$ cat src/source/vram_pkg.sv
// shared VRAM types, memory and frame-buffer constants,
// host register numbers
package vram_pkg;

    // memory geometry
    localparam int ADDR_W = 12;
    localparam int DATA_W = 16;
    localparam int MASK_W = 4;
    localparam int NIBBLE_W = DATA_W / MASK_W;
    localparam int VRAM_WORDS = 4096;

    typedef logic [ADDR_W-1:0] addr_t;
    typedef logic [DATA_W-1:0] word_t;
    typedef logic [MASK_W-1:0] mask_t;

    // frame buffer: 16 words per line, 4 lines
    localparam addr_t FB_BASE = 12'h100;
    localparam int FB_WORDS = 64;
    localparam int FB_IDX_W = $clog2(FB_WORDS);

    typedef logic [FB_IDX_W-1:0] fb_idx_t;
    localparam fb_idx_t FB_LAST = fb_idx_t'(FB_WORDS - 1);

    // video slot cadence
    localparam int FETCH_PERIOD = 4;
    localparam int SLOT_W = $clog2(FETCH_PERIOD);

    typedef logic [SLOT_W-1:0] slot_t;
    localparam slot_t SLOT_LAST = slot_t'(FETCH_PERIOD - 1);

    // host register numbers
    localparam logic [1:0] REG_WADDR = 2'd0;
    localparam logic [1:0] REG_RADDR = 2'd1;
    localparam logic [1:0] REG_DATA = 2'd2;
    localparam logic [1:0] REG_INCR = 2'd3;

endpackage

$ cat src/source/video_fetch.sv
// video fetch unit: slot timer, frame-buffer word counter,
// pixel word capture and frame-start flag
module video_fetch (
    input  logic              clk,
    input  logic              reset_i,
    input  logic              video_en_i,
    input  vram_pkg::word_t   vram_data_i,

    output logic              vgen_sel_o,
    output vram_pkg::addr_t   vgen_addr_o,
    output vram_pkg::word_t   pix_word_o,
    output logic              pix_valid_o,
    output logic              frame_start_o
);

    vram_pkg::slot_t    slot_cnt;
    vram_pkg::fb_idx_t  word_idx;
    vram_pkg::word_t    word_hold;

    // address of the word being fetched this slot
    assign vgen_addr_o = vram_pkg::FB_BASE + vram_pkg::addr_t'(word_idx);

    // slot timer and frame word counter
    always_ff @(posedge clk) begin
        if (reset_i || !video_en_i) begin
            slot_cnt   <= '0;
            word_idx   <= '0;
            vgen_sel_o <= 1'b0;
        end else begin
            if (slot_cnt == vram_pkg::SLOT_LAST) begin
                slot_cnt <= '0;
            end else begin
                slot_cnt <= slot_cnt + vram_pkg::slot_t'(1);
            end

            // one read per period
            vgen_sel_o <= (slot_cnt == '0);

            // step after each issued read, wrap at frame end
            if (vgen_sel_o) begin
                if (word_idx == vram_pkg::FB_LAST) begin
                    word_idx <= '0;
                end else begin
                    word_idx <= word_idx + vram_pkg::fb_idx_t'(1);
                end
            end
        end
    end

    // valid and frame flag follow the read by one cycle
    always_ff @(posedge clk) begin
        if (reset_i) begin
            pix_valid_o   <= 1'b0;
            frame_start_o <= 1'b0;
        end else begin
            pix_valid_o   <= vgen_sel_o;
            frame_start_o <= vgen_sel_o && (word_idx == '0);
        end
    end

    // hold last pixel word between slots
    always_ff @(posedge clk) begin
        if (pix_valid_o) begin
            word_hold <= vram_data_i;
        end
    end

    // fresh data during the valid cycle, held word otherwise
    assign pix_word_o = pix_valid_o ? vram_data_i : word_hold;

endmodule

$ cat config.mk
export PLATFORM = sky130hd
export DESIGN_NAME = video_fetch
export DESIGN_NICKNAME = d
export VERILOG_FILES = /design/src/source/vram_pkg.sv /design/src/source/video_fetch.sv
export SDC_FILE = /design/constraint.sdc
export NUM_CORES = 1
export LEC_CHECK = 0
export BUFFER_PORTS_ARGS = -buffer_cell sky130_fd_sc_hd__buf_2
export CAP_MARGIN = 10
export CORE_MARGIN = 2
export CORE_UTILIZATION = 41
export CTS_CLUSTER_DIAMETER = 120
export DETAILED_ROUTE_END_ITERATION = 12
export PLACE_DENSITY = 0.78
export SLEW_MARGIN = 20
export SYNTH_ARGS = -nofsm -noshare
export SYNTH_HDL_FRONTEND = slang
export SYNTH_SLANG_ARGS = --single-unit
$ cat constraint.sdc
create_clock -name clk -period 1.6 [get_ports clk]
set_clock_uncertainty 0.05 [all_clocks]
set_input_delay 0.08 -clock clk [delete_from_list [all_inputs] [get_ports clk]]
set_output_delay 0.08 -clock clk [all_outputs]
set_load 0.005 [all_outputs]
; Yosys cells after proc, flatten, opt, wreduce, memory -nomap -nowiden
; Cells that the tools add are included.
; Widths: inputs -> output; s select.
[word_totals]
elab_cells = 19
regBits = 27
[classes]
eq_ne = 2
reduce_logical = 6
muxes = 2
n_addsub = 3
[op_table]
columns = cell, count
row1 = $mux 16, 1
row2 = $add 9x6->10 const A, 1
row3 = $add 6x1->6 const B, 1
row4 = $eq 6x6->1 const B, 1
row5 = $logic_not 6->1, 1
row6 = $mux 6, 1
row7 = $add 2x1->2 const B, 1
row8 = $eq 2x2->1 const B, 1
row9 = $logic_not 2->1, 1
row10 = $reduce_or 2->1, 1
row11 = $logic_and 1x1->1, 1
row12 = $logic_not 1->1, 1
row13 = $logic_or 1x1->1, 1

; Depth between registers and ports, before layout
[logic_depth]
word_depth = 3
ltp_mapped = 4

; Worst setup path after synthesis
; No wires, ideal clock.
[synth_path]
path_type = flip-flop to flip-flop
from = reg pix_valid_o
to = reg word_hold[10]
stages_incl_launch_ff = 4
arrival_ps = 1071
required_time_ps = 1422
n_path_buf = 2
slack_ps = 351
cell_sequence = dfxtp_1 -> buf_2 -> buf_2 -> mux2_2
[synth_between]
elab_chain_cells = 1
[synth_rtl]
columns = element, line_no
row1 = start: declaration, video_fetch.sv:12  ; output logic pix_valid_o,
row2 = start signal: assignment, video_fetch.sv:56  ; pix_valid_o <= vgen_sel_o;
row3 = $mux 16, --
row4 = net pix_word_o[10], video_fetch.sv:11  ; output vram_pkg::word_t pix_word_o,
row5 = end signal: assignment, video_fetch.sv:64  ; word_hold <= vram_data_i;
row6 = end: declaration, video_fetch.sv:18  ; vram_pkg::word_t word_hold;
; The timed path passes the listed nets, and every way through them passes these cells.
; A chain may end at the register's enable or synchronous reset.

; Worst setup path after layout
[layout_path]
from = reg pix_valid_o
to = out pix_word_o[6]
[layout_between]
elab_chain_cells = 1
[layout_rtl]
columns = element, line_no
row1 = $mux 16, --
row2 = end: declaration, video_fetch.sv:11
; Every way passes these cells.

==> impl_metrics.tcl <==
set metrics [dict create \
    status "finished, final reports clean" \
    die_area_mm2 0.00297 \
    die_y_um 54.5 \
    fillers 194 \
    wl_um 2040 \
    post-place-ws_ns 0.264 \
    clkPwrFrac_pct 20.5 \
    p_per_area_mw_per_mm2 957 \
    p_sw_share_pct 24.1 \
    slew_viol_final 0 \
    numCtsBuffers 3 \
    busiest_layer "met2" \
    first_iter_violations 9 \
    cpLargestDelayFamily "multiplexers" \
    crit_fanout 17 \
    setup.worst_path.class "reg -> out" \
    core_mm2 0.00245 \
    yosysTopAreaCell "dfxtp_1" \
    hpwlAfterDp_um 1430 \
    ys_seq_elements 27 \
    via_per_inst 4.51 \
    r2r-start "vgen_sel_o$_SDFF_PP0_" \
    antenna_found_initial 0 \
    combPwrFrac_pct 21.9 \
    r2r-end "word_idx[5]$_SDFFE_PP0P_" \
    rrSetupSlack_ns 0.23 \
    path_clk_slew_ns 0.14 \
    multiInputGateArea_um2 437 \
    seq_area_frac_synth_pct 51.7 \
    boundaryPins 50 \
    area_growth_pct 39.8 \
    seq_power_share_pct 57.6 \
    final-hold-violation-count 0 \
    finalWorstSetupSlack_ns 0.122 \
    drc 0 \
    grtUsageMet2_pct 26.9 \
    grt_max_degree 18 \
    regArea_um2 541 \
    cts_buffer_depth 2 \
    synth_area_mm2 0.00104 \
    grt_pass1_vias 743 \
    drive_above_1_share_pct 42.9 \
    fin_nets 178 \
    crit_buf_inv 2 \
    p_switching_mw 0.337 \
    cap_viol_max_count 0 \
    gp_congestion 0.759 \
    avgSynthCellArea_um2 11.0 \
    crit_start "pix_valid_o$_SDFF_PP0_" \
    yosys-top-cells-area "dfxtp_1 (52%), mux2_2 (17%), ha_1 (4.8%)" \
    path_cells "buf_6 > mux2_2 > buf_2" \
    required_ns 1.47 \
    power_mw 1.40 \
    crit_cells 3 \
    setup_tns_ns 0 \
    rows 18 \
    clock-root-buffer "clkbuf_4" \
    grt_overflow_total 0 \
    crit_end "pix_word_o[6]" \
    worst_setup_path_end_kind "primary output" \
    fin_crit_sh_pct 92.4 \
    initial_core_util_pct 42.6 \
    synth_cell_types 25 \
    hold_path_class "in -> reg" \
    cts_num_sinks 27 \
    critPathSlowestCell "mux2_2" \
    port-buffer-count 43 \
    grt_use_met3_pct 2.46 \
    htreeDepth 1 \
    setup_viol 0 \
    cts_setup_buffers 0 \
    ant_nets 0 \
    p_int_mw 1.06 \
    worstSkewPairLatency_ns 0.31 \
    cts_tree "done" \
    syn_inst 95 \
    r2r_cells 3 \
    fmax_mhz 677 \
    die_x_um 54.5 \
    power.leakage_nw 0.676 \
    grt.total_usage_pct 13.7 \
    met1_usage_pct 13.5 \
    cp.arrival_ns 1.35 \
    rsz0062_at_grt "no" \
    num_antenna_cells 0 \
    first_pass_iters 4 \
    finalCriticalPeriod_ns 1.48 \
    holdCritStartpoint "video_en_i" \
    synth.top_cell.area_share_pct 51.7 \
    startpoint_type "register" \
    wl_per_cell_um 11.1 \
    ys.warnings.count 0 \
    critPathMaxStageDelay_ns 0.37 \
    peakVddDrop_mv 0.635 \
    vias 829 \
    grt_first_pass_wirelength_um 2900 \
]
-- area by class of cell --
| cell class | instances | area share, % |
|---|---|---|
| repair buffers | 61 | 27.2 |
| flip-flops and latches | 27 | 37.0 |
| clock buffers | 3 | 1.54 |
| inverters | 5 | 1.29 |
| multi-input cells | 57 | 29.9 |
| well taps | 30 | 2.57 |
| clock inverters | 1 | 0.514 |
-- worst min path at each step --
stage / to / depth (start not counted)
after floorplan: pix_valid_o$_SDFF_PP0_ / 1
after global placement: pix_valid_o$_SDFF_PP0_ / 2
after detailed placement: pix_valid_o$_SDFF_PP0_ / 2
after CTS: vgen_sel_o$_SDFF_PP0_ / 3
after global routing: word_idx[4]$_SDFFE_PP0P_ / 3
final: vgen_sel_o$_SDFF_PP0_ / 3
-- worst reg2reg max path, stage by stage, from the launching register on --
cell     delay [ns]
dfxtp_1        0.52
nand4_2        0.18
or3_1          0.38
a31oi_1        0.18
-- cell families after synthesis --
family	after synthesis	synth area share (%)
buf+inv	15	7.90
other cells	2	0.719
xor+xnor	2	1.68
fa+ha+maj	4	4.79
compound gates	7	4.19
mux	16	17.2
simple gates	22	11.7
flops	27	51.7
-- power groups by stage --
stage	combinational, mW	sequential [mW]	clock [mW]
floorplan	0.161	0.810	0
global placement	0.264	0.814	0
detailed placement	0.275	0.822	0
CTS	0.307	0.806	0.304
global route	0.346	0.815	0.322
finish	0.306	0.805	0.286
-- layout by cell type (no fill, tap or decap), drive strengths merged --
master and n:
xor2 2, clkinvlp 1, nor2b 1, nand2b 3, nor3 1, nand3 3, and3 1, nand4 2
buf 44, conb 6, nor4 1, dfxtp 27, or3 1, a21oi 3, o211ai 3, nand2 4
inv 5, nor2 3, dlygate4sd3 17, clkbuf 3, or2 1, ha 4, mux2 16, a31oi 1
nor3b 1
-- Yosys cell counts --
master    count
a21oi_1       3
a31oi_1       1
and3_1        1
buf_2         3
buf_4         6
clkbuf_1      1
conb_1        2
dfxtp_1      27
ha_1          4
inv_1         5
mux2_2       16
nand2_1       4
nand2b_1      3
nand3_1       3
nand4_1       1
nand4_2       1
nor2_1        3
nor2b_1       1
nor3_1        1
nor3b_1       1
nor4_1        1
o211ai_1      3
or2_2         1
or3_1         1
xor2_1        2
-- metal layers --
metal  up-vias  share of wire [%]
met2        32                 52
met3         2                6.5
met5         -                  0
met1       372                 41
met4         0               0.59
li1        423                  -
-- timing repair --
| item | CTS | global route |
|---|---|---|
| hold buffers | 17 | 0 |
| gates resized for setup | 0 | 1 |
| setup endpoints to repair | 0 | 2 |
| endpoints found under the hold margin | 17 | 0 |
-- registers in the layout (all words and copies together) (netlist names) --
name,count
vgen_sel_o,1
pix_valid_o,1
word_idx,6
frame_start_o,1
slot_cnt,2
word_hold,16
-- through the flow --
| stage | util, % | area, µm² | hold slack (ns) | instances |
|---|---|---|---|---|
| 2_1_floorplan | - | 1060 | 0.109 | 99 |
| 3_3_place_gp | 51.2 | 1260 | 0.214 | 163 |
| 4_1_cts | 59.3 | 1460 | 0.126 | 184 |
| 5_1_grt | 59.5 | 1460 | 0.189 | 184 |
| 3_5_place_dp | 51.2 | 1260 | 0.215 | 163 |
| 6_report | 59.5 | 1460 | 0.130 | 184 |
(Power assumes the default switching activity.)
