===== src/source/vram_pkg.sv =====
// shared VRAM types, memory and frame-buffer constants,
// host register numbers
package vram_pkg;

    // memory geometry
    localparam int ADDR_W = 12;
    localparam int DATA_W = 16;
    localparam int MASK_W = 4;
    localparam int NIBBLE_W = DATA_W / MASK_W;
    localparam int VRAM_WORDS = 4096;

    typedef logic [ADDR_W-1:0] addr_t;
    typedef logic [DATA_W-1:0] word_t;
    typedef logic [MASK_W-1:0] mask_t;

    // frame buffer: 16 words per line, 4 lines
    localparam addr_t FB_BASE = 12'h100;
    localparam int FB_WORDS = 64;
    localparam int FB_IDX_W = $clog2(FB_WORDS);

    typedef logic [FB_IDX_W-1:0] fb_idx_t;
    localparam fb_idx_t FB_LAST = fb_idx_t'(FB_WORDS - 1);

    // video slot cadence
    localparam int FETCH_PERIOD = 4;
    localparam int SLOT_W = $clog2(FETCH_PERIOD);

    typedef logic [SLOT_W-1:0] slot_t;
    localparam slot_t SLOT_LAST = slot_t'(FETCH_PERIOD - 1);

    // host register numbers
    localparam logic [1:0] REG_WADDR = 2'd0;
    localparam logic [1:0] REG_RADDR = 2'd1;
    localparam logic [1:0] REG_DATA = 2'd2;
    localparam logic [1:0] REG_INCR = 2'd3;

endpackage


===== src/source/reg_port.sv =====
// host register port: write/read address, data and increment
// registers, VRAM request towards the arbiter
module reg_port (
    input  logic              clk,
    input  logic              reset_i,

    // host side
    input  logic              host_wr_i,
    input  logic [1:0]        host_reg_i,
    input  vram_pkg::word_t   host_data_i,
    input  vram_pkg::mask_t   host_mask_i,
    output logic              busy_o,
    output vram_pkg::word_t   host_rdata_o,

    // arbiter side
    input  logic              regs_ack_i,
    input  vram_pkg::word_t   vram_data_i,
    output logic              regs_sel_o,
    output logic              regs_wr_o,
    output vram_pkg::mask_t   regs_mask_o,
    output vram_pkg::addr_t   regs_addr_o,
    output vram_pkg::word_t   regs_data_o
);

    vram_pkg::addr_t  waddr;
    vram_pkg::addr_t  raddr;
    vram_pkg::addr_t  incr;
    vram_pkg::addr_t  host_addr;
    logic             strobe;
    logic             done;

    // host value seen as an address
    assign host_addr = host_data_i[vram_pkg::ADDR_W-1:0];

    // strobes are ignored while a request is open
    assign strobe = host_wr_i && !regs_sel_o;
    assign done   = regs_sel_o && regs_ack_i;

    // request and pointer registers
    always_ff @(posedge clk) begin
        if (reset_i) begin
            regs_sel_o <= 1'b0;
            waddr      <= '0;
            raddr      <= '0;
            incr       <= vram_pkg::addr_t'(1);
        end else if (done) begin
            regs_sel_o <= 1'b0;
            // advance the pointer used by this access
            if (regs_wr_o) begin
                waddr <= waddr + incr;
            end else begin
                raddr <= raddr + incr;
            end
        end else if (strobe) begin
            case (host_reg_i)
                vram_pkg::REG_WADDR: begin
                    waddr <= host_addr;
                end
                vram_pkg::REG_RADDR: begin
                    raddr      <= host_addr;
                    regs_sel_o <= 1'b1;
                end
                vram_pkg::REG_DATA: begin
                    regs_sel_o <= 1'b1;
                end
                default: begin
                    incr <= host_addr;
                end
            endcase
        end
    end

    // access payload, latched with the strobe
    always_ff @(posedge clk) begin
        if (strobe) begin
            regs_wr_o   <= (host_reg_i == vram_pkg::REG_DATA);
            regs_data_o <= host_data_i;
            regs_mask_o <= host_mask_i;
        end
    end

    // read word arrives with the ack
    always_ff @(posedge clk) begin
        if (done && !regs_wr_o) begin
            host_rdata_o <= vram_data_i;
        end
    end

    assign regs_addr_o = regs_wr_o ? waddr : raddr;

    // busy spans strobe+1 up to ack+1
    assign busy_o = regs_sel_o;

endmodule


===== config.mk =====
export PLATFORM = sky130hd
export DESIGN_NAME = reg_port
export DESIGN_NICKNAME = d
export VERILOG_FILES = /design/src/source/vram_pkg.sv /design/src/source/reg_port.sv
export SDC_FILE = /design/constraint.sdc
export NUM_CORES = 1
export LEC_CHECK = 0
export BUFFER_PORTS_ARGS = -buffer_cell sky130_fd_sc_hd__buf_2
export CAP_MARGIN = 0
export CELL_PAD_IN_SITES_DETAIL_PLACEMENT = 2
export CELL_PAD_IN_SITES_GLOBAL_PLACEMENT = 2
export CORE_MARGIN = 1
export CORE_UTILIZATION = 34
export CTS_BUF_LIST = sky130_fd_sc_hd__clkbuf_4
export DETAILED_ROUTE_END_ITERATION = 12
export PLACE_DENSITY_LB_ADDON = 0.1
export SYNTH_ARGS = -nofsm -noshare
export SYNTH_HDL_FRONTEND = slang
export SYNTH_SLANG_ARGS = --single-unit

===== constraint.sdc =====
create_clock -name clk -period 2.85 [get_ports clk]
set_clock_uncertainty 0.1 [all_clocks]
set_input_delay 0 -clock clk [delete_from_list [all_inputs] [get_ports clk]]
set_output_delay 0 -clock clk [all_outputs]
set_load 0.005 [all_outputs]

Word-level counts from Yosys, hierarchy flattened
Index checks and enable logic that the tools add are counted.
- flip-flop bits (word level): 74
- latch bits: 0
- memory bits (writable): 0
- bits in read-only memories: 0
- bits of input ports: 42
- output and inout port bits: 51
- memories: 0
- add/sub/neg operators: 2
- multipliers: 0
- divide/modulo/power cells: 0
- order comparisons: 0
- eq/ne operators: 4
- shift-type cells: 0
- multiplexer cells: 9
- bitwise gates (word level): 2
- reduce and logical (&&, ||, !) cells: 16
- operators with widths (operator ; number):
    12-bit two-way mux ; 9
    12-bit adder ; 2
    3-bit AND reduction ; 3
    2-bit nonzero test ; 3
    2-bit inequality test (second input constant) ; 2
    2-bit OR reduction ; 2
    1-bit logical AND ; 3
    3-bit OR reduction ; 1
    2-bit by 1-bit == test with 1-bit output (second input constant) ; 1
    2-bit == test (second input constant) ; 1
    1-bit logical NOT ; 2
    2-bit logical NOT ; 1
    1-bit inverter ; 2
    2-bit AND reduction ; 1

Depth between registers and ports, before layout
Gate-level depths: netlist of run 1.
- depth after elaboration: 4
- gate-level depth with buffers: 9
- depth with buffers taken out: 9

Least setup slack after synthesis of run 1
No wires, ideal clock.
- path type: reg2reg
- start: register incr[0]
- end: register waddr[8]
- library setup time: 0.120 ns
- data arrival time: 1.810 ns
- setup slack: 0.820 ns
- cell stages (with the launch flop): 10
- buffers on the path: 0
- period minus slack after synthesis: 2.030 ns
- cells stage by stage: dfxtp_1 ha_1 inv_1 fa_1 nor2b_1 o21a_1 o21ai_1 a211oi_1 mux2i_1 a21oi_1
- longest elaborated chain between the ends: 3
- ends and longest elaborated chain (element ; line ; text):
    start: declaration ; reg_port.sv:27 ; vram_pkg::addr_t incr;
    start signal: assignment ; reg_port.sv:45 ; incr <= vram_pkg::addr_t'(1);
    start signal: assignment ; reg_port.sv:67 ; incr <= host_addr;
    12-bit adder ; reg_port.sv:50 ; waddr <= waddr + incr;
    12-bit two-way mux ; reg_port.sv:49 ; if (regs_wr_o) begin
    12-bit two-way mux ; reg_port.sv:46 ; end else if (done) begin
    end signal: assignment ; reg_port.sv:50 ;
    end signal: assignment ; reg_port.sv:57 ; waddr <= host_addr;
    end: declaration ; reg_port.sv:25 ; vram_pkg::addr_t waddr;
Every way passes these cells. The select of a mux whose other input is x is not followed.
A chain may end at the register's enable or synchronous reset.

Worst setup path in the final report of run 1
Same ends and word-level chain as after synthesis.

==> out/results.txt, run 1 <==
Required @ worst endpoint -> 3090 ps
Share of cells above drive strength 1 -> 25.1%
IO Port Bufs -> 92
Crit path max fanout -> 4
Post-place setup slack -> 461 ps
Total CTS buffers -> 9
Max_cap viols -> 0
Largest net degree at the start of global routing -> 38
CORE AREA -> 11400 µm²
Via/cell ratio -> 5.33
Most common cell after layout, fill and taps aside -> buf_2
Root Driver -> clkbuf_4
Area Growth Syn to Fin -> 29.6%
GR Overflow Total -> 0
Ant diodes -> 0
Synth area leader -> edfxtp_1
Most frequent cells in the layout -> buf_2, nand2_1, dlygate4sd3_1
Crit path buf inv count -> 1
Slowest CP cell -> dfxtp_1
Synth top area share -> 28.1%
Clock Tree Buf Depth -> 2
Final WS setup -> 452 ps
Worst Hold End -> waddr[3]
Synth Instances -> 405
Hold path depth -> 2
Synthesized area -> 3950 µm²
First drt pass iteration count -> 4
CP Class -> reg -> reg
Vias in the first global route -> 3858
Post-synthesis async set-or-reset flop share -> 0%
PD cells -> 468 nW/µm²
Cell family with most CP delay -> compound AO/OA/AOI/OAI gates
Crit path capture type -> register
Final nets -> 607
HPWL Detailed -> 9310 µm
CP cell instances -> ha_1, inv_1, fa_1, nor2b_1, o21a_1, o21ai_1, a211oi_1, mux2i_1, a21oi_1
H-tree lvl count -> 3
Reg2reg end -> waddr[8]
DRT antenna net count -> 0
Placed cells -> 628
Clk_lat worst skew -> 450 ps
Most used DFF post-synth -> edfxtp_1
RSZ-0062 raised after global routing -> no
CTS tree -> done
Slew headroom -> 47.3%
Yosys warns -> 0
Number of antenna violations at the first check in global routing -> 0
Placer Congestion -> 0.845
DRC -> 0
Die X-Extent -> 110 µm
Crit path largest cell delay -> 390 ps
Fmax -> 0.417 GHz
Minimum clock period -> 2400 ps
Critical Path AT -> 2640 ps
IO Pins -> 93
Crit start category -> register
Internal reg-to-reg setup slack -> 450 ps
Initial Util -> 34.8%
First-pass GRT wire length -> 20800 µm
Syn Nets -> 475
Avg WL per Cell -> 20.0 µm
Status -> complete, no violations
Crit share post-route -> 84.2%
All-Layer GR Usage -> 23.8%
Number of synthesized flops with an enable pin -> 37
Max VDD drop -> 0.000318 V
Fin Hold WS -> 16.4 ps
Endpoints failing setup -> 0
Reg clk slew, reported paths -> 130 ps
WL final -> 13700 µm
Non-filler instance count after layout -> 685
DRT iter0 DRCs -> 114
Min-Delay Startpoint -> reset_i
Synth unique cells -> 55
Crit Reg-Reg Startpoint -> incr[0]
Final setup TNS -> 0 ps
TritonCTS Sinks -> 74
Synth Register Bits -> 74
Area of the die -> 12100 µm²
Endpoints failing hold -> 0
Mean Syn Cell Area -> 9.76 µm²
Die height -> 110 µm
Overall Power -> 2400 µW
Top area cells in the synthesized netlist -> edfxtp_1, dfxtp_1, ha_1, nand2_1, a21oi_1
Setup repair bufs after CTS -> 0
Vias -> 3654
LEAKAGE -> 0.00217 µW
Post-synthesis sequential area ratio -> 46.9%
Slew Limit Fails -> 0
Worst slew pin tran -> 790 ps
Worst reg2reg path depth -> 9
Row Count -> 39
Min-delay worst type -> in -> reg
==> through the flow <==
step	cell area, µm²	util [%]
finish	5120	45.0
global route	5120	45.0
CTS	5120	45.0
detailed placement	4550	40.0
global placement	4550	40.0
floorplan	3950	-
==> power breakdown <==
group / switching, µW / internal (µW)
sequential: 39.3 / 1170
clock: 405 / 359
combinational: 225 / 192
total: 670 / 1730
==> sequential cells by signal, indices dropped and copies added, names as in the netlist <==
| register | cells |
|---|---|
| host_rdata_o | 16 |
| waddr | 12 |
| raddr | 12 |
| busy_o | 1 |
| incr | 12 |
| regs_mask_o | 4 |
| regs_wr_o | 1 |
| regs_data_o | 16 |
==> metal layers <==
| metal | vias to the layer above | routed length, µm | global-route usage, % |
|---|---|---|---|
| li1 | 1736 | - | - |
| met1 | 1801 | 6180 | 29.4 |
| met2 | 96 | 6570 | 40.7 |
| met3 | 21 | 642 | 4.56 |
| met4 | 0 | 274 | 9.14 |
| met5 | - | 0 | 0 |
==> final cells by class <==
type,instances,area (µm²)
inverter,9,38.8
multi-input combinational,304,1980
fill,1201,6250
sequential,74,1850
tap,143,179
clock inverter,6,82.6
clock buffer,10,75.1
timing repair buffer,139,916
==> logic make-up (layout without fill, tap and decap cells) <==
| family | after synthesis | in the layout | synth area share, % |
|---|---|---|---|
| adders and majority gates | 28 | 28 | 9.25 |
| xor gates and xnor gates | 7 | 7 | 1.55 |
| DFF | 74 | 74 | 46.9 |
| and+or+nand+nor | 148 | 148 | 17.4 |
| buffers and inverters | 27 | 164 | 3.17 |
| AOI/OAI and AO/OA | 105 | 105 | 17.3 |
| muxes | 16 | 16 | 4.46 |
==> what timing repair did <==
item | 4_1_cts | 5_1_grt
hold buffers | 41 | 0
hold endpoints to repair | 73 | 0
gates resized for setup | 0 | 0
==> synth_stat cells, types with 2 or more instances <==
| library cell | instances |
|---|---|
| nand2_1 | 51 |
| nor2_1 | 39 |
| dfxtp_1 | 37 |
| edfxtp_1 | 37 |
| a21oi_1 | 31 |
| ha_1 | 26 |
| nor3_1 | 19 |
| o21ai_0 | 14 |
| mux2_2 | 12 |
| o21ai_1 | 11 |
| clkbuf_1 | 10 |
| a211oi_1 | 9 |
| a21o_1 | 9 |
| or3_1 | 8 |
| inv_1 | 7 |
| nor2b_1 | 7 |
| buf_2 | 6 |
| a221oi_1 | 4 |
| a311oi_1 | 4 |
| nand3_1 | 4 |
| o21a_1 | 4 |
| xnor2_1 | 4 |
| a31oi_1 | 3 |
| and2_1 | 3 |
| and3_1 | 3 |
| mux2i_1 | 3 |
| nor3b_1 | 3 |
| xor2_1 | 3 |
| a21oi_2 | 2 |
| fa_1 | 2 |
| nand4_1 | 2 |
| o311ai_1 | 2 |
| o31a_1 | 2 |
| o31ai_1 | 2 |
| or2_2 | 2 |
==> how the worst max path moves through the flow <==
stage / endpoint / slack (ps) / cells after the start / from
after floorplan: waddr[8] / 820 / 9 / incr[0]
after global placement: waddr[8] / 600 / 9 / waddr[0]
after global routing: waddr[8] / 220 / 9 / incr[0]
final: waddr[8] / 450 / 9 / incr[0]
after detailed placement: waddr[8] / 460 / 9 / waddr[0]
after CTS: waddr[8] / 440 / 9 / waddr[0]
==> worst register-to-register path: stages, from the launching register on <==
cell      delay [ps]
dfxtp_1          390
ha_1             220
inv_1             70
fa_1             380
nor2b_1          180
o21a_1           150
o21ai_1          140
a211oi_1         340
mux2i_1          240
a21oi_1           80
(Power assumes the default switching activity.)
==> run 2: changes to the inputs <==
==> constraint.sdc (replaced) <==
create_clock -name clk -period 2.5 [get_ports clk]
set_clock_uncertainty 0.1 [all_clocks]
set_input_delay 0 -clock clk [delete_from_list [all_inputs] [get_ports clk]]
set_output_delay 0 -clock clk [all_outputs]
set_load 0.005 [all_outputs]
==> out/results.txt, run 2 (synthesized netlist as in run 1, its figures left out) <==
Status -> complete, no violations (unchanged)
IO Pins -> 93 (unchanged)
H-tree lvl count -> 3 (unchanged)
Crit start category -> register (unchanged)
Number of antenna violations at the first check in global routing -> 0 (unchanged)
Initial Util -> 34.8% (unchanged)
Top flop regs -> host_rdata_o (16), regs_data_o (16) (unchanged)
Clock Tree Buf Depth -> 2 (unchanged)
PD cells -> 531 nW/µm² (was 468 nW/µm²)
RSZ-0062 raised after global routing -> no (unchanged)
Crit share post-route -> 92.0% (was 84.2%)
CP Class -> reg -> reg (unchanged)
Minimum clock period -> 2300 ps (was 2400 ps)
Max VDD drop -> 0.000347 V (was 0.000318 V)
DRT iter0 DRCs -> 101 (was 114)
Die height -> 110 µm (unchanged)
Internal reg-to-reg setup slack -> 200 ps (was 450 ps)
Crit path max fanout -> 5 (was 4)
Cell family with most CP delay -> compound AO/OA/AOI/OAI gates (unchanged)
Endpoints failing setup -> 0 (unchanged)
Area Growth Syn to Fin -> 31.4% (was 29.6%)
Slew Limit Fails -> 0 (unchanged)
Row Count -> 39 (unchanged)
Most common cell on crit path -> a21oi_1
TritonCTS Sinks -> 74 (unchanged)
Min-delay worst type -> in -> reg (unchanged)
Fmax -> 0.435 GHz (was 0.417 GHz)
All-Layer GR Usage -> 24.6% (was 23.8%)
Slowest CP cell -> dfxtp_1 (unchanged)
Area of the die -> 12100 µm² (unchanged)
Vias -> 3698 (was 3654)
GR Overflow Total -> 0 (unchanged)
Die X-Extent -> 110 µm (unchanged)
Slew headroom -> 47.2% (was 47.3%)
CP cell instances -> ha_1, inv_1, fa_1, nor2b_1, o21a_1, o21ai_1, a21oi_1, mux2i_1, a21oi_1 (was ha_1, inv_1, fa_1, nor2b_1, o21a_1, o21ai_1, a211oi_1, mux2i_1, a21oi_1)
Crit path buf inv count -> 1 (unchanged)
HPWL Detailed -> 9900 µm (was 9310 µm)
Fin Hold WS -> 103 ps (was 16.4 ps)
Root Driver -> clkbuf_4 (unchanged)
Clk_lat worst skew -> 450 ps (about the same)
DRC -> 0 (unchanged)
Ant diodes -> 0 (unchanged)
DRT antenna net count -> 0 (unchanged)
Reg clk slew, reported paths -> 140 ps (was 130 ps)
Final nets -> 614 (was 607)
Final setup TNS -> 0 ps (unchanged)
WL final -> 13900 µm (was 13700 µm)
Most common cell after layout, fill and taps aside -> buf_2 (unchanged)
Vias in the first global route -> 4122 (was 3858)
Placer Congestion -> 0.809 (was 0.845)
Via/cell ratio -> 5.34 (was 5.33)
Fill count -> 1219 (was 1201)
Worst slew pin tran -> 792 ps (was 790 ps)
Most frequent cells in the layout -> buf_2, nand2_1, dlygate4sd3_1 (unchanged)
Max_cap viols -> 0 (unchanged)
Crit path largest cell delay -> 390 ps (about the same)
Largest net degree at the start of global routing -> 38 (unchanged)
First drt pass iteration count -> 4 (unchanged)
Avg WL per Cell -> 20.1 µm (was 20.0 µm)
CORE AREA -> 11400 µm² (unchanged)
Total CTS buffers -> 9 (unchanged)
Critical Path AT -> 2520 ps (was 2640 ps)
Crit path capture type -> register (unchanged)
IO Port Bufs -> 92 (unchanged)
Share of cells above drive strength 1 -> 27.0% (was 25.1%)
CTS tree -> done (unchanged)
Required @ worst endpoint -> 2720 ps (was 3090 ps)
Endpoints failing hold -> 0 (unchanged)
LEAKAGE -> 0.00220 µW (was 0.00217 µW)
First-pass GRT wire length -> 21600 µm (was 20800 µm)
-- run 2: cell type report --
cell class / count / area (µm²) / share of cell area, %
inverter: 9 / 38.8 / 0.747
timing repair buffer: 146 / 968 / 18.7
tap: 143 / 179 / 3.45
sequential: 74 / 1850 / 35.7
clock inverter: 7 / 93.8 / 1.81
clock buffer: 9 / 67.6 / 1.30
multi-input combinational: 304 / 1990 / 38.4
-- run 2: path summary, 6_finish.rpt --
path	startpoint	to	cells after the start
max	incr[0]	raddr[8]	9
min	host_wr_i	regs_data_o[9]	3
max reg2reg	incr[0]	raddr[8]	9
min reg2reg	incr[2]	incr[2]	2
-- run 2: layer usage --
layer	global-route usage, %	vias up	share of wire, %
met2	42.7	91	50
met3	3.50	13	3.8
met4	10.3	0	1.8
met1	30.3	1837	45
li1	-	1757	-
met5	0	-	0
-- run 2: tightest hold or removal path, cell delays in order --
cell	delay, ps
buf_2	110
nor2b_2	200
buf_4	180
-- run 2: metrics by stage --
step                setup WS (ps)  total power (µW)  util [%]  cell area [µm²]  instances
finish                        199              2760      45.7             5190        692
global route                 21.7              2890      45.7             5190        692
CTS                          84.7              2790      45.5             5180        692
detailed placement            179              1850      40.5             4600        635
global placement              229              1830      40.5             4600        635
floorplan                     470              1650         -             3950        405
-- run 2: report_power, final --
| group | switching (µW) | leakage, µW | internal [µW] |
|---|---|---|---|
| Sequential | 41.5 | 0.000650 | 1340 |
| Combinational | 268 | 0.00147 | 226 |
| Clock | 479 | 0.0000835 | 403 |
-- run 2: what timing repair did --
action                                  4_1_cts  5_1_grt
endpoints found under the hold margin        70        0
buffers inserted                              0        0
endpoints found under the setup margin        0        3
hold buffers                                 41        0
resized for setup                             0        4
==> run 3: changes to the inputs <==
--- a/config.mk
+++ b/config.mk
@@ -14,6 +14,7 @@
 export CTS_BUF_LIST = sky130_fd_sc_hd__clkbuf_4
 export DETAILED_ROUTE_END_ITERATION = 12
 export PLACE_DENSITY_LB_ADDON = 0.1
+export RECOVER_POWER = 100
 export SYNTH_ARGS = -nofsm -noshare
 export SYNTH_HDL_FRONTEND = slang
 export SYNTH_SLANG_ARGS = --single-unit
==> out/results.txt, run 3 (synthesized netlist as in run 1, its figures left out) <==
WL final -> 14000 µm (was 13900 µm)
Share of cells above drive strength 1 -> 14.6% (was 27.0%)
DRC -> 0 (unchanged)
CP Class -> reg -> reg (unchanged)
Required @ worst endpoint -> 2770 ps (was 2720 ps)
Min-delay worst type -> in -> reg (unchanged)
Final nets -> 614 (unchanged)
Crit path launch -> busy_o (was incr[0])
Pint -> 1950 µW (was 1970 µW)
Vias -> 3691 (was 3698)
Worst reg2reg path depth -> 6 (was 9)
Reg clk slew, reported paths -> 140 ps (about the same)
Critical Path AT -> 2620 ps (was 2520 ps)
RSZ-0062 raised after global routing -> no (unchanged)
Max VDD drop -> 0.000348 V (was 0.000347 V)
Setup crit end -> incr[9] (was raddr[8])
Area of the die -> 12100 µm² (unchanged)
Slew headroom -> 32.9% (was 47.2%)
DRT iter0 DRCs -> 146 (was 101)
Slowest CP cell -> clkbuf_2 (was dfxtp_1)
Initial Util -> 34.8% (unchanged)
Slew Limit Fails -> 0 (unchanged)
Max_cap viols -> 0 (unchanged)
Sw Ratio -> 28.8% (was 28.6%)
Fill count -> 1256 (was 1219)
Internal reg-to-reg setup slack -> 150 ps (was 200 ps)
GR Overflow Total -> 0 (unchanged)
CTS tree -> done (unchanged)
Crit Reg-Reg Startpoint -> busy_o (was incr[0])
DRT antenna net count -> 0 (unchanged)
Minimum clock period -> 2350 ps (was 2300 ps)
Crit path capture type -> register (unchanged)
Clk_lat worst skew -> 460 ps (was 450 ps)
Root Driver -> clkbuf_4 (unchanged)
LEAKAGE -> 0.00200 µW (was 0.00220 µW)
Clock power frac -> 32.3% (was 32.0%)
Status -> complete, no violations (unchanged)
Final setup TNS -> 0 ps (unchanged)
Clock Tree Buf Depth -> 2 (unchanged)
Endpoints failing setup -> 0 (unchanged)
TritonCTS Sinks -> 74 (unchanged)
HPWL Detailed -> 9900 µm (unchanged)
Number of antenna violations at the first check in global routing -> 0 (unchanged)
Reg2reg end -> incr[9] (was raddr[8])
IO Port Bufs -> 92 (unchanged)
IO Pins -> 93 (unchanged)
Die height -> 110 µm (unchanged)
H-tree lvl count -> 3 (unchanged)
Top flop regs -> host_rdata_o (16), regs_data_o (16) (unchanged)
Most common cell after layout, fill and taps aside -> clkbuf_1 (was buf_2)
Hold path depth -> 3 (unchanged)
First-pass GRT wire length -> 21600 µm (unchanged)
Crit path largest cell delay -> 540 ps (was 390 ps)
First drt pass iteration count -> 4 (unchanged)
Crit path max fanout -> 18 (was 5)
Via/cell ratio -> 5.33 (was 5.34)
Total CTS buffers -> 9 (unchanged)
Die X-Extent -> 110 µm (unchanged)
All-Layer GR Usage -> 24.6% (unchanged)
Avg WL per Cell -> 20.2 µm (was 20.1 µm)
Setup repair bufs after CTS -> 0 (unchanged)
CORE AREA -> 11400 µm² (unchanged)
Most common cell on crit path -> clkbuf_2 (was a21oi_1)
Combinational share of power -> 17.3% (was 17.9%)
Area Growth Syn to Fin -> 28.3% (was 31.4%)
PD cells -> 540 nW/µm² (was 531 nW/µm²)
Design Area, Final -> 5070 µm² (was 5190 µm²)
Switch Pwr -> 789 µW (about the same)
CP cell instances -> nor2b_1, clkbuf_2, and2_0, clkbuf_2, nand2_1, a21oi_1 (was ha_1, inv_1, fa_1, nor2b_1, o21a_1, o21ai_1, a21oi_1, mux2i_1, a21oi_1)
Register share of total power -> 50.5% (was 50.1%)
Fmax -> 0.426 GHz (was 0.435 GHz)
Largest net degree at the start of global routing -> 38 (unchanged)
Row Count -> 39 (unchanged)
Worst slew pin tran -> 1010 ps (was 792 ps)
Vias in the first global route -> 4122 (unchanged)
Crit share post-route -> 94.0% (was 92.0%)
Ant diodes -> 0 (unchanged)
Most frequent cells in the layout -> clkbuf_1, nand2_1, dlygate4sd3_1 (was buf_2, nand2_1, dlygate4sd3_1)
Dpl cell area -> 4600 µm² (unchanged)
Crit start category -> register (unchanged)
Placer Congestion -> 0.809 (unchanged)
Endpoints failing hold -> 0 (unchanged)
run 3: worst min path at each step:
stage,end,from,slack [ps]
after floorplan,host_rdata_o[0],vram_data_i[0],-1
final,regs_data_o[9],host_wr_i,130
after CTS,regs_data_o[9],host_wr_i,60
after global routing,regs_data_o[9],host_wr_i,140
after global placement,regs_mask_o[1],host_mask_i[1],80
after detailed placement,host_rdata_o[2],vram_data_i[2],80
run 3: final cells by class:
type | count | area, µm² | area share [%]
inverter | 9 | 38.8 | 0.765
tap | 143 | 179 | 3.53
timing repair buffer | 146 | 870 | 17.1
multi-input combinational | 304 | 1970 | 38.9
clock inverter | 7 | 93.8 | 1.85
clock buffer | 9 | 67.6 | 1.33
sequential | 74 | 1850 | 36.5
run 3: routing by layer:
metal	up-vias	routed length [µm]	global-route usage (%)
li1	1758	-	-
met1	1835	6300	30.3
met5	-	0	0
met2	85	6890	42.7
met4	0	247	10.3
met3	13	511	3.50
run 3: per-stage QoR:
step	utilization [%]	worst slack, ps	total power (µW)	hold slack [ps]	cells
2_1_floorplan	-	470	1650	-1.13	405
3_3_place_gp	40.5	229	1830	76.1	635
3_5_place_dp	40.5	179	1850	79.3	635
4_1_cts	45.5	84.7	2790	62.3	692
5_1_grt	44.6	21.7	2870	139	692
6_report	44.6	150	2740	131	692
run 3: repair_timing:
item	4_1_cts	5_1_grt
resized for setup	0	4
endpoints found under the hold margin	70	0
setup endpoints to repair	0	3
hold buffers	41	0
run 3: power by group through the flow:
stage          Combinational, µW  Clock, µW  Sequential (µW)
6_report                     473        883             1380
5_1_grt                      524        957             1390
4_1_cts                      496        912             1380
3_5_place_dp                 441          0             1410
3_3_place_gp                 424          0             1400
2_1_floorplan                250          0             1400
run 3: worst max-delay path: cells and delay by family (launching register included):
| kind | cells | cell delay [ps] |
|---|---|---|
| AND/OR/NAND/NOR | 3 | 800 |
| buffers and inverters | 2 | 800 |
| flip-flops | 1 | 380 |
| AO/OA/AOI/OAI | 1 | 170 |
